## src/design/host_req_pkg.sv

```systemverilog
// Host request types, submission queue sizing and stream classification helpers
package host_req_pkg;

    // Submission queue sizing
    localparam int SQ_DEPTH     = 8;
    localparam int SQ_ADDR_BITS = 3;

    // Stream class of a descriptor
    // Card and host stay on the shell, TCP and RDMA leave through the network stack
    typedef enum logic [1:0] {
        STRM_CARD = 2'd0,
        STRM_HOST = 2'd1,
        STRM_TCP  = 2'd2,
        STRM_RDMA = 2'd3
    } strm_t;

    // Single descriptor, 87 bits
    typedef struct packed {
        logic        actv;
        strm_t       strm;
        logic [47:0] vaddr;
        logic [27:0] len;
        logic [7:0]  tag;
    } req_t;

    // Dual request as posted by the host
    // req_1 is the read side, req_2 the write side
    typedef struct packed {
        req_t req_1;
        req_t req_2;
    } dreq_t;

    // Slice widths for the register stages
    localparam int REQ_BITS  = $bits(req_t);
    localparam int DREQ_BITS = $bits(dreq_t);

    // True for streams served by the local engines
    function automatic logic is_strm_local(input strm_t strm);
        logic local_strm;
        case (strm)
            STRM_CARD: local_strm = 1'b1;
            STRM_HOST: local_strm = 1'b1;
            STRM_TCP:  local_strm = 1'b0;
            STRM_RDMA: local_strm = 1'b0;
            default:   local_strm = 1'b0;
        endcase
        return local_strm;
    endfunction

endpackage

```

## src/design/meta_reg.sv

```systemverilog
// Valid/ready register slice with skid entry, registered ready and full throughput
module meta_reg #(
    parameter int DATA_BITS = 87
) (
    input  logic                 aclk,
    input  logic                 aresetn,
    input  logic                 s_valid,
    input  logic [DATA_BITS-1:0] s_data,
    output logic                 s_ready,
    output logic                 m_valid,
    output logic [DATA_BITS-1:0] m_data,
    input  logic                 m_ready
);

    // Second entry catches the beat accepted while the output stalls
    logic                 skid_valid;
    logic [DATA_BITS-1:0] skid_data;
    logic                 out_free;

    // Output register can take a new beat this cycle
    assign out_free = !m_valid || m_ready;

    // Ready comes straight from a flop
    assign s_ready = !skid_valid;

    always_ff @(posedge aclk) begin
        if (!aresetn) begin
            m_valid    <= 1'b0;
            skid_valid <= 1'b0;
        end else if (out_free) begin
            // Skid drains first to keep order
            if (skid_valid) begin
                m_valid    <= 1'b1;
                skid_valid <= 1'b0;
            end else begin
                m_valid <= s_valid;
            end
        end else if (s_valid && s_ready) begin
            skid_valid <= 1'b1;
        end
    end

    // Payload path
    always_ff @(posedge aclk) begin
        if (out_free) begin
            m_data <= skid_valid ? skid_data : s_data;
        end
        if (!out_free && s_ready) begin
            skid_data <= s_data;
        end
    end

    // Stalled beat must not change under the consumer
    a_hold_stable: assert property (@(posedge aclk) disable iff (!aresetn)
        m_valid && !m_ready |=> m_valid && $stable(m_data));

endmodule

```

## src/design/sq_fifo.sv

```systemverilog
// Submission queue of dual requests with a registered output stage
module sq_fifo (
    input  logic                aclk,
    input  logic                aresetn,
    input  logic                in_valid,
    input  host_req_pkg::dreq_t in_data,
    output logic                in_ready,
    output logic                out_valid,
    output host_req_pkg::dreq_t out_data,
    input  logic                out_ready
);

    // Circular buffer behind the output register
    host_req_pkg::dreq_t mem [host_req_pkg::SQ_DEPTH];

    logic [host_req_pkg::SQ_ADDR_BITS-1:0] wr_ptr;
    logic [host_req_pkg::SQ_ADDR_BITS-1:0] rd_ptr;
    logic [host_req_pkg::SQ_ADDR_BITS:0]   count;

    logic push;
    logic full;
    logic mem_empty;
    logic slot_free;
    logic bypass;
    logic mem_wr;
    logic mem_rd;

    assign full      = (count == ($bits(count))'(host_req_pkg::SQ_DEPTH));
    assign mem_empty = (count == '0);
    assign in_ready  = !full;
    assign push      = in_valid && in_ready;

    // Output register empty or being drained
    assign slot_free = !out_valid || out_ready;

    // Empty buffer and free slot let a push land in the output directly
    // This gives one cycle from push to out_valid
    assign bypass = push && mem_empty && slot_free;
    assign mem_wr = push && !bypass;
    assign mem_rd = slot_free && !mem_empty;

    // Pointers, count and output valid
    always_ff @(posedge aclk) begin
        if (!aresetn) begin
            wr_ptr    <= '0;
            rd_ptr    <= '0;
            count     <= '0;
            out_valid <= 1'b0;
        end else begin
            if (mem_wr) begin
                wr_ptr <= wr_ptr + 1'b1;
            end
            if (mem_rd) begin
                rd_ptr <= rd_ptr + 1'b1;
            end
            case ({mem_wr, mem_rd})
                2'b10:   count <= count + 1'b1;
                2'b01:   count <= count - 1'b1;
                default: count <= count;
            endcase
            if (slot_free) begin
                out_valid <= mem_rd || bypass;
            end
        end
    end

    // Storage and output payload
    always_ff @(posedge aclk) begin
        if (mem_wr) begin
            mem[wr_ptr] <= in_data;
        end
        if (slot_free) begin
            out_data <= bypass ? in_data : mem[rd_ptr];
        end
    end

    // Pointers equal with a nonzero count means the buffer is full
    a_no_push_full: assert property (@(posedge aclk) disable iff (!aresetn)
        mem_wr |-> (wr_ptr != rd_ptr) || mem_empty);

    // Pointers equal with a count below depth means the buffer is empty
    a_no_pop_empty: assert property (@(posedge aclk) disable iff (!aresetn)
        mem_rd |-> (wr_ptr != rd_ptr) || full);

endmodule

```

## src/design/host_req_mux.sv

```systemverilog
// Request splitter routing dual requests to local and remote read and write paths
module host_req_mux (
    input  logic                aclk,
    input  logic                aresetn,

    // Submission side
    input  logic                sq_valid,
    input  host_req_pkg::dreq_t sq_data,
    output logic                sq_ready,

    // Local read engine
    output logic                local_rd_valid,
    output host_req_pkg::req_t  local_rd_data,
    input  logic                local_rd_ready,

    // Local write engine
    output logic                local_wr_valid,
    output host_req_pkg::req_t  local_wr_data,
    input  logic                local_wr_ready,

    // Remote read path
    output logic                remote_rd_valid,
    output host_req_pkg::dreq_t remote_rd_data,
    input  logic                remote_rd_ready,

    // Remote write path
    output logic                remote_wr_valid,
    output host_req_pkg::dreq_t remote_wr_data,
    input  logic                remote_wr_ready
);

    // Stream class of each descriptor
    logic remote_strm_1;
    logic remote_strm_2;

    // Request kind from the active bits
    logic both_actv;
    logic rd_only;
    logic wr_only;

    // Remote write that also needs a local read of the source
    logic wr_split;

    // Halves of a split request already accepted
    logic remote_wr_taken;
    logic local_rd_taken;

    assign remote_strm_1 = !host_req_pkg::is_strm_local(sq_data.req_1.strm);
    assign remote_strm_2 = !host_req_pkg::is_strm_local(sq_data.req_2.strm);

    assign both_actv = sq_data.req_1.actv && sq_data.req_2.actv;
    assign rd_only   = sq_data.req_1.actv && !sq_data.req_2.actv;
    assign wr_only   = !sq_data.req_1.actv && sq_data.req_2.actv;
    assign wr_split  = sq_valid && wr_only && remote_strm_2;

    // Outgoing payloads with rewritten active bits
    always_comb begin
        local_rd_data      = sq_data.req_1;
        local_rd_data.actv = 1'b1;
        local_wr_data      = sq_data.req_2;
        local_wr_data.actv = 1'b1;

        remote_rd_data            = sq_data;
        remote_rd_data.req_1.actv = 1'b1;
        remote_rd_data.req_2.actv = 1'b0;
        remote_wr_data            = sq_data;
        remote_wr_data.req_1.actv = 1'b0;
        remote_wr_data.req_2.actv = 1'b1;
    end

    // Routing and upstream ready
    always_comb begin
        sq_ready        = 1'b0;
        local_rd_valid  = 1'b0;
        local_wr_valid  = 1'b0;
        remote_rd_valid = 1'b0;
        remote_wr_valid = 1'b0;

        if (sq_valid) begin
            if (both_actv) begin
                // Local copy goes out on both engines in one cycle
                sq_ready       = local_rd_ready && local_wr_ready;
                local_rd_valid = sq_ready;
                local_wr_valid = sq_ready;
            end else if (rd_only) begin
                sq_ready        = remote_strm_1 ? remote_rd_ready : local_rd_ready;
                remote_rd_valid = remote_strm_1;
                local_rd_valid  = !remote_strm_1;
            end else if (wr_only) begin
                if (remote_strm_2) begin
                    // Each half may go in its own cycle
                    remote_wr_valid = !remote_wr_taken;
                    local_rd_valid  = !local_rd_taken;
                    sq_ready        = (remote_wr_taken || remote_wr_ready) &&
                                      (local_rd_taken || local_rd_ready);
                end else begin
                    local_wr_valid = 1'b1;
                    sq_ready       = local_wr_ready;
                end
            end else begin
                // Nothing active so drop it
                sq_ready = 1'b1;
            end
        end
    end

    // Split request bookkeeping
    always_ff @(posedge aclk) begin
        if (!aresetn) begin
            remote_wr_taken <= 1'b0;
            local_rd_taken  <= 1'b0;
        end else if (sq_valid && sq_ready) begin
            // Request consumed so start clean
            remote_wr_taken <= 1'b0;
            local_rd_taken  <= 1'b0;
        end else if (wr_split) begin
            if (remote_wr_valid && remote_wr_ready) begin
                remote_wr_taken <= 1'b1;
            end
            if (local_rd_valid && local_rd_ready) begin
                local_rd_taken <= 1'b1;
            end
        end
    end

    // Second half always completes the request in the same cycle
    a_flags_exclusive: assert property (@(posedge aclk) disable iff (!aresetn)
        !(remote_wr_taken && local_rd_taken));

    // Upstream slice holds the request while half of it is out
    a_hold_split: assert property (@(posedge aclk) disable iff (!aresetn)
        (remote_wr_taken || local_rd_taken) |-> sq_valid && wr_only && remote_strm_2);

endmodule

```

## src/design/host_req_top.sv

```systemverilog
// Host request path top with submission queue, splitter and register slices
module host_req_top (
    input  logic                aclk,
    input  logic                aresetn,

    // Host submission queue
    input  logic                sq_valid,
    input  host_req_pkg::dreq_t sq_data,
    output logic                sq_ready,

    // Local read engine
    output logic                local_rd_valid,
    output host_req_pkg::req_t  local_rd_data,
    input  logic                local_rd_ready,

    // Local write engine
    output logic                local_wr_valid,
    output host_req_pkg::req_t  local_wr_data,
    input  logic                local_wr_ready,

    // Remote read path
    output logic                remote_rd_valid,
    output host_req_pkg::dreq_t remote_rd_data,
    input  logic                remote_rd_ready,

    // Remote write path
    output logic                remote_wr_valid,
    output host_req_pkg::dreq_t remote_wr_data,
    input  logic                remote_wr_ready
);

    // Queue to input slice
    logic                fifo_valid;
    host_req_pkg::dreq_t fifo_data;
    logic                fifo_ready;

    // Input slice to splitter
    logic                mux_valid;
    host_req_pkg::dreq_t mux_data;
    logic                mux_ready;

    // Splitter to output slices
    logic                lrd_valid;
    host_req_pkg::req_t  lrd_data;
    logic                lrd_ready;
    logic                lwr_valid;
    host_req_pkg::req_t  lwr_data;
    logic                lwr_ready;
    logic                rrd_valid;
    host_req_pkg::dreq_t rrd_data;
    logic                rrd_ready;
    logic                rwr_valid;
    host_req_pkg::dreq_t rwr_data;
    logic                rwr_ready;

    sq_fifo inst_sq_fifo (
        .aclk      (aclk),
        .aresetn   (aresetn),
        .in_valid  (sq_valid),
        .in_data   (sq_data),
        .in_ready  (sq_ready),
        .out_valid (fifo_valid),
        .out_data  (fifo_data),
        .out_ready (fifo_ready)
    );

    // Sink slice in front of the splitter
    meta_reg #(.DATA_BITS(host_req_pkg::DREQ_BITS)) inst_reg_sq (
        .aclk    (aclk),
        .aresetn (aresetn),
        .s_valid (fifo_valid),
        .s_data  (fifo_data),
        .s_ready (fifo_ready),
        .m_valid (mux_valid),
        .m_data  (mux_data),
        .m_ready (mux_ready)
    );

    host_req_mux inst_mux (
        .aclk            (aclk),
        .aresetn         (aresetn),
        .sq_valid        (mux_valid),
        .sq_data         (mux_data),
        .sq_ready        (mux_ready),
        .local_rd_valid  (lrd_valid),
        .local_rd_data   (lrd_data),
        .local_rd_ready  (lrd_ready),
        .local_wr_valid  (lwr_valid),
        .local_wr_data   (lwr_data),
        .local_wr_ready  (lwr_ready),
        .remote_rd_valid (rrd_valid),
        .remote_rd_data  (rrd_data),
        .remote_rd_ready (rrd_ready),
        .remote_wr_valid (rwr_valid),
        .remote_wr_data  (rwr_data),
        .remote_wr_ready (rwr_ready)
    );

    // Output slices break the ready-to-valid path of the splitter
    meta_reg #(.DATA_BITS(host_req_pkg::REQ_BITS)) inst_reg_local_rd (
        .aclk    (aclk),
        .aresetn (aresetn),
        .s_valid (lrd_valid),
        .s_data  (lrd_data),
        .s_ready (lrd_ready),
        .m_valid (local_rd_valid),
        .m_data  (local_rd_data),
        .m_ready (local_rd_ready)
    );

    meta_reg #(.DATA_BITS(host_req_pkg::REQ_BITS)) inst_reg_local_wr (
        .aclk    (aclk),
        .aresetn (aresetn),
        .s_valid (lwr_valid),
        .s_data  (lwr_data),
        .s_ready (lwr_ready),
        .m_valid (local_wr_valid),
        .m_data  (local_wr_data),
        .m_ready (local_wr_ready)
    );

    meta_reg #(.DATA_BITS(host_req_pkg::DREQ_BITS)) inst_reg_remote_rd (
        .aclk    (aclk),
        .aresetn (aresetn),
        .s_valid (rrd_valid),
        .s_data  (rrd_data),
        .s_ready (rrd_ready),
        .m_valid (remote_rd_valid),
        .m_data  (remote_rd_data),
        .m_ready (remote_rd_ready)
    );

    meta_reg #(.DATA_BITS(host_req_pkg::DREQ_BITS)) inst_reg_remote_wr (
        .aclk    (aclk),
        .aresetn (aresetn),
        .s_valid (rwr_valid),
        .s_data  (rwr_data),
        .s_ready (rwr_ready),
        .m_valid (remote_wr_valid),
        .m_data  (remote_wr_data),
        .m_ready (remote_wr_ready)
    );

endmodule

```

## config.mk

```make
export PLATFORM = sky130hd
export DESIGN_NAME = host_req_top
export DESIGN_NICKNAME = d
export VERILOG_FILES = /design/src/design/host_req_pkg.sv /design/src/design/meta_reg.sv /design/src/design/sq_fifo.sv /design/src/design/host_req_mux.sv /design/src/design/host_req_top.sv
export SDC_FILE = /design/constraint.sdc
export NUM_CORES = 2
export LEC_CHECK = 0
export CORE_AREA = 5 5 453 455
export DETAILED_ROUTE_END_ITERATION = 8
export DIE_AREA = 0 0 458 460
export DONT_BUFFER_PORTS = 1
export GPL_TIMING_DRIVEN = 0
export PLACE_DENSITY_LB_ADDON = 0.1
export SETUP_SLACK_MARGIN = 0.05
export SYNTH_ARGS = -nofsm -noshare
export SYNTH_HDL_FRONTEND = slang
export SYNTH_SLANG_ARGS = --single-unit
```

## constraint.sdc

```tcl
create_clock -name aclk -period 88.9 [get_ports aclk]
set_input_delay 4.445 -clock aclk [delete_from_list [all_inputs] [get_ports aclk]]
set_output_delay 4.445 -clock aclk [all_outputs]
set_load 0.02 [all_outputs]
```

Word level (Yosys, flattened, before mapping)
Memory sizes are Yosys's and may differ from the RTL's. A register that Yosys moved wholly into a read port is not among the register bits.
Cells that the tools add are included.
{ "totals": {"mem_count": 1, "regBits": 1577, "ramBits": 1392, "output_inout_bits": 527, "wordCells": 166} }
{ "mem_list": {"columns": ["memory", "depth", "word_bits", "read_ports", "rd_ports_with_merged_regs", "write_ports", "line", "rtl"], "rows": [
  ["inst_sq_fifo.mem", 8, 174, 1, 1, 1, "sq_fifo.sv:14", "host_req_pkg::dreq_t mem [host_req_pkg::SQ_DEPTH];"]
]} }
{ "classes": {"eq_ne": 9, "bitwise": 1, "addsub": 4, "n_reduce_logical": 73, "mux": 42} }
{ "ops": {"columns": ["op", "n"], "rows": [
  ["$mux 174", 2],
  ["$mux 173", 2],
  ["$mux 86", 2],
  ["$mux 1", 31],
  ["$logic_not 1->1", 25],
  ["$logic_and 1x1->1", 23],
  ["$reduce_or 2->1", 10],
  ["$eq 2x2->1 const B", 5],
  ["$logic_or 1x1->1", 9],
  ["$pmux 4 s2", 1],
  ["$add 3x1->3 const B", 2],
  ["$eq 2x1->1 const B", 3],
  ["$mux 3", 2],
  ["$add 4x1->4 const B", 1],
  ["$eq 4x4->1 const B", 1],
  ["$logic_not 2->1", 2],
  ["$logic_not 4->1", 1],
  ["$pmux 1 s2", 2],
  ["$reduce_and 2->1", 2],
  ["$sub 4x1->4 const B", 1],
  ["$reduce_bool 2->1", 1],
  ["$not 1->1", 1]
]} }

Longest topological paths before layout
{ "depth": {"depth_word": 11, "depth_mapped": 10} }

Hierarchy
From an unflattened synthesis, not the netlist that was laid out.
{ "unflattened": {"cells_unflattened": 5410, "hier_area_um2": 116740.7} }
{ "by_module_without_submodules": {"columns": ["module", "n_inst", "seq_area_each_um2", "cells_each", "area_each_um2"], "rows": [
  ["sq_fifo", 1, 47305.4, 2652, 59513.3],
  ["meta_reg (inst_reg_remote_rd ...)", 3, 10490.1, 550, 13162.6],
  ["meta_reg (inst_reg_local_rd ...)", 2, 5265.0, 279, 6802.8],
  ["host_req_mux", 1, 40.0, 550, 4134.0]
]} }

Worst setup path before layout
OpenSTA, ideal clock, no wires.
{ "synth_path": {"path_kind": "reg-to-reg", "start": "reg inst_reg_local_rd.skid_valid", "end": "reg inst_reg_sq.skid_data[0] (enable)", "path_slack_ns": 44.732, "path_buffers": 1, "setup_time_ns": 3.949, "t_arrival_ns": 40.219, "stages_incl_launch_ff": 6, "path_cell_list": "dfxtp_1 clkbuf_1 o211ai_1 inv_1 o31ai_1 nor2_1"} }
{ "synth_via": {"elab_chain_len": 11} }
{ "synth_lines": {"columns": ["element", "line", "rtl"], "rows": [
  ["start: declaration", "meta_reg.sv:16", "logic skid_valid;"],
  ["start signal: assignment", "meta_reg.sv:29", "skid_valid <= 1'b0;"],
  ["start signal: assignment", "meta_reg.sv:34", "skid_valid <= 1'b0;"],
  ["start signal: assignment", "meta_reg.sv:39", "skid_valid <= 1'b1;"],
  ["$logic_not 1->1 *", "meta_reg.sv:24", "assign s_ready = !skid_valid;"],
  ["$logic_or 1x1->1", "host_req_mux.sv:95", "(local_rd_taken || local_rd_ready);"],
  ["$logic_and 1x1->1", "host_req_mux.sv:94", "sq_ready = (remote_wr_taken || remote_wr_ready) &&"],
  ["$mux 1", "host_req_mux.sv:90", "if (remote_strm_2) begin"],
  ["$mux 1", "host_req_mux.sv:89", "end else if (wr_only) begin"],
  ["$mux 1", "host_req_mux.sv:85", "end else if (rd_only) begin"],
  ["$mux 1 *", "host_req_mux.sv:80", "if (both_actv) begin"],
  ["$mux 1 *", "host_req_mux.sv:79", "if (sq_valid) begin"],
  ["$logic_or 1x1->1 *", "meta_reg.sv:21", "assign out_free = !m_valid || m_ready;"],
  ["named net inst_reg_sq.out_free", "meta_reg.sv:18", "logic out_free;"],
  ["$logic_not 1->1 *", "meta_reg.sv:48", "if (!out_free && s_ready) begin"],
  ["$logic_and 1x1->1 *", "meta_reg.sv:48", null],
  ["end signal: assignment", "meta_reg.sv:49", "skid_data <= s_data;"],
  ["end: declaration", "meta_reg.sv:17", "logic [DATA_BITS-1:0] skid_data;"]
]} }
The timed path passes the listed nets; every way through them passes the cells marked *.
A chain may end at the register's enable or synchronous reset.

Final worst setup path
{ "layout_path": {"start": "reg inst_sq_fifo.count[1] in the netlist's numbering", "end": "out sq_ready"} }
{ "layout_via": {"elab_chain_len": 2} }
{ "layout_lines": {"columns": ["element", "line", "rtl"], "rows": [
  ["start: declaration", "sq_fifo.sv:18", "logic [host_req_pkg::SQ_ADDR_BITS:0] count;"],
  ["start signal: assignment", "sq_fifo.sv:57", "2'b10: count <= count + 1'b1;"],
  ["start signal: assignment", "sq_fifo.sv:58", "2'b01: count <= count - 1'b1;"],
  ["start signal: assignment", "sq_fifo.sv:59", "default: count <= count;"],
  ["$eq 4x4->1", "sq_fifo.sv:28", "assign full = (count == ($bits(count))'(host_req_pkg::SQ_DEPTH));"],
  ["$logic_not 1->1", "sq_fifo.sv:30", "assign in_ready = !full;"],
  ["end: declaration", "host_req_top.sv:9", "output logic sq_ready,"]
]} }
No other way between the ends.

==> flow_summary.toml <==
[power_and_ir_drop]
switching_power_mw = 1.162
power_per_cell_area_nw_per_um2 = 32.85
total_leakage_power_nw = 40.41
fin_total_pwr_mw = 4.133
power.ir.vdd_worst_v = 0.00001909
swShare_pct = 28.12
portion_of_total_power_attributed_to_sequential_cells_pct = 55.5
comb_power_share_pct = 14.4
cell_internal_pwr_mw = 2.971
clock_power_share_pct = 30.0

[critical_path]
path_class = "reg2out"
critical_path.max_fanout = 9
timing.critical_path.to_type = "primary output"
r2r.worst_path.cells = 9
worst_setup_path_start_kind = "flop"
r2r-start = "inst_sq_fifo.count[0]"
r2r-end = "inst_sq_fifo.mem[1][94]"
crit_arrival_ps = 2140
setup.reg_to_reg.worst_slack_ps = 85360
worst_setup_path_startpoint = "inst_sq_fifo.count[1]"
timing.critical_path.required_ps = 84460

[cells_and_area]
final-instance-count-excl-fill = 8254
finish.utilization_pct = 62.65
layout-drive-gt1-share_pct = 32.00
finish.net_count = 5534
area.growth.synth_to_final_pct = 14.64
layout.cell_area.non_filler_um2 = 125800

[sta]
rsz0062_at_grt = "false"
finalCritPeriodShare_pct = 7.403
fin_worst_skew_ps = 57.56
tns_ps = 0
setup_violations = 0
final.min_clock_period_ps = 6581
slew-limit-headroom_pct = 6.229
max_freq_mhz = 151.9
tightest_slew_ps = 1407
count_of_endpoints_failing_hold_in_the_final_timing_report = 0
final_max_slew_viol_count = 0

[run]
timing.max_cap.violations = 0

[synthesis]
syn_area_um2 = 109800
synth.avg_cell_area_um2 = 22.53
synth.cells.most_frequent = "sky130_fd_sc_hd__edfxtp_1, sky130_fd_sc_hd__mux2_2, sky130_fd_sc_hd__mux4_2"
post_synthesis_cell_type_count = 50
post-synth-top-area-cell = "sky130_fd_sc_hd__edfxtp_1"
async_flop_share_pct = 0
synth_edf_count = 2946
postSynth.topFlopCell = "sky130_fd_sc_hd__edfxtp_1"
synthesis.yosys.warnings = 0
synth_top_area_share_pct = 80.59
yosys_register_bits = 2972
yosys.cell_count.top_type = "sky130_fd_sc_hd__edfxtp_1"
ys_top_cells_by_area = "sky130_fd_sc_hd__edfxtp_1, sky130_fd_sc_hd__mux4_2, sky130_fd_sc_hd__mux2_2"
post_synth_inst_count = 4872
synth-seq-area-share_pct = 81.07

[global_route]
wire_length_of_the_first_global_routing_pass_um = 368800
number_of_global_route_vias_before_repair = 50200
maximum_number_of_pins_on_one_net_before_global_route_repair = 101
grt-ovfl-total = 0
number_of_antenna_violations_at_the_first_check_in_global_routing = 17
gr-usage-all-layers_pct = 24.34

[die]
die-height_um = 460
die-area_um2 = 210700
core-area_um2 = 200900
die_width_um = 458
io_pins = 708
starting_utilization_of_the_core_area_pct = 54.65
core.rowCount = 165

[cts]
clockRootBuffer = "sky130_fd_sc_hd__clkbuf_16"
cts_inserted_buffers = 312
post_cts.repair.setup_buffers = 0
cts_max_level = 5
cts.hold.buffers_added = 0
ctsResizeCount = 0
cts_buffer_depth = 4
clock_sink_count = 2972
clkSlewWorstSetupHoldPaths_ps = 60
tritoncts = "yes"
clock_network_latency_to_the_later_pin_of_the_worst_skew_pair_ps = 930

[place]
place.detailed.hpwl_um = 167700
port_buffers = 0
gpl.final_weighted_congestion = 0.7631
placed_cells_incl_taps = 7706
placed_cell_area_um2 = 116200

[detailed_routing]
wl_um = 257900
drt-initial-drc-count = 4805
pre_repair_dr_iteration_count = 7
detail_route.drc_violations = 0
post_drt_via_cell_ratio = 5.925
detail-route-antenna-nets = 0
route.vias.total = 48910
wl_per_cell_um = 31.25

[hold_path]
min_from = "inst_sq_fifo.out_data[47]"
min_to = "inst_reg_sq.skid_data[47]"
min_path_cells = 0
worstHoldPathType = "reg2reg"

[status]
run_status = "completed"
==> through the flow <==
stage	worst slack [ps]	hold slack, ps
6_report	82320	436.8
5_1_grt	82230	446.1
4_1_cts	82230	434.5
3_5_place_dp	81970	430.7
3_3_place_gp	-50650	429.2
2_1_floorplan	44730	422.2
==> cells by family (layout without fill, tap and decap cells) <==
| logic type | count (synthesis) | after routing | synth area share, % |
|---|---|---|---|
| buf+inv | 232 | 928 | 1.066 |
| mux | 1217 | 1217 | 15.85 |
| flops | 2972 | 2972 | 81.07 |
| other cells | 2 | 16 | 0.006842 |
| fa+ha+maj | 5 | 5 | 0.05699 |
| compound gates | 200 | 200 | 0.9746 |
| simple gates | 239 | 239 | 0.9392 |
| xor+xnor | 5 | 5 | 0.03990 |
==> power by group through the flow <==
stage / Combinational [mW] / Sequential (mW) / Clock, mW
after global routing: 0.649 / 2.32 / 1.33
after global placement: 0.570 / 2.38 / 0
after detailed placement: 0.602 / 2.33 / 0
after floorplan: 0.427 / 2.24 / 0
after CTS: 0.608 / 2.30 / 1.27
final: 0.597 / 2.30 / 1.24
==> layout make-up <==
class	instances	area, µm²
Fill cell	13640	75030
Timing Repair Buffer	158	2927
Clock inverter	152	1340
Inverter	8	45.04
Tap cell	2672	3343
Clock buffer	386	8265
Antenna cell	10	25.02
Sequential cell	2972	88990
Multi-Input combinational cell	1672	19760
Buffer	224	1154
==> layer usage <==
metal / up-vias / wire (µm) / GRT usage (%)
li1: 20880 / - / -
met1: 25990 / 104000 / 32.93
met2: 1712 / 127500 / 39.76
met3: 328 / 19860 / 6.420
met4: 0 / 6548 / 6.555
met5: - / 0 / 0
==> worst max path at each step <==
stage                                            end  slack, ps  depth (start not counted)
after floorplan             inst_reg_sq.skid_data[0]      44730                          5
after global placement    inst_reg_sq.skid_data[111]     -50650                          5
after detailed placement    inst_sq_fifo.mem[0][107]      81970                          9
after CTS                                   sq_ready      82230                          2
after global routing                        sq_ready      82230                          2
final                                       sq_ready      82320                          2
==> worst max-delay path: stages, from the launching register on <==
cell and delay (ps):
sky130_fd_sc_hd__dfxtp_1 300, sky130_fd_sc_hd__buf_6 130, sky130_fd_sc_hd__or4b_1 770
==> state kept, by name, indices dropped and copies added (netlist names), 3 cells and up, named ones only <==
register                      cells
inst_reg_remote_wr.m_data       172
inst_sq_fifo.count                4
inst_reg_sq.m_data              174
inst_reg_local_wr.m_data         86
inst_reg_remote_wr.skid_data    172
inst_reg_sq.skid_data           174
inst_sq_fifo.wr_ptr               3
inst_sq_fifo.mem               1392
inst_reg_remote_rd.skid_data    172
inst_sq_fifo.out_data           174
inst_reg_remote_rd.m_data       172
inst_reg_local_wr.skid_data      86
inst_sq_fifo.rd_ptr               3
inst_reg_local_rd.skid_data      86
inst_reg_local_rd.m_data         86
==> placed cells by master (no fill, tap or decap), types with 4 or more instances in the layout <==
master	count
sky130_fd_sc_hd__nand2b_1	8
sky130_fd_sc_hd__inv_1	6
sky130_fd_sc_hd__buf_6	45
sky130_fd_sc_hd__buf_16	31
sky130_fd_sc_hd__clkinv_2	39
sky130_fd_sc_hd__mux2i_1	179
sky130_fd_sc_hd__bufinv_16	25
sky130_fd_sc_hd__ha_1	5
sky130_fd_sc_hd__nor2_4	11
sky130_fd_sc_hd__a21boi_0	6
sky130_fd_sc_hd__a21oi_1	177
sky130_fd_sc_hd__nor3b_1	5
sky130_fd_sc_hd__mux4_2	348
sky130_fd_sc_hd__clkbuf_16	320
sky130_fd_sc_hd__clkbuf_2	11
sky130_fd_sc_hd__clkbuf_1	115
sky130_fd_sc_hd__diode_2	10
sky130_fd_sc_hd__nor2b_1	5
sky130_fd_sc_hd__clkinv_1	76
sky130_fd_sc_hd__and2_1	4
sky130_fd_sc_hd__dfxtp_1	26
sky130_fd_sc_hd__edfxtp_1	2946
sky130_fd_sc_hd__buf_12	67
sky130_fd_sc_hd__buf_4	39
sky130_fd_sc_hd__mux2_2	690
sky130_fd_sc_hd__buf_8	16
sky130_fd_sc_hd__buf_2	113
sky130_fd_sc_hd__nor2_1	181
sky130_fd_sc_hd__conb_1	6
sky130_fd_sc_hd__nand2_1	5
sky130_fd_sc_hd__inv_6	7
sky130_fd_sc_hd__buf_1	10
Power figures use the tool's default switching activity.
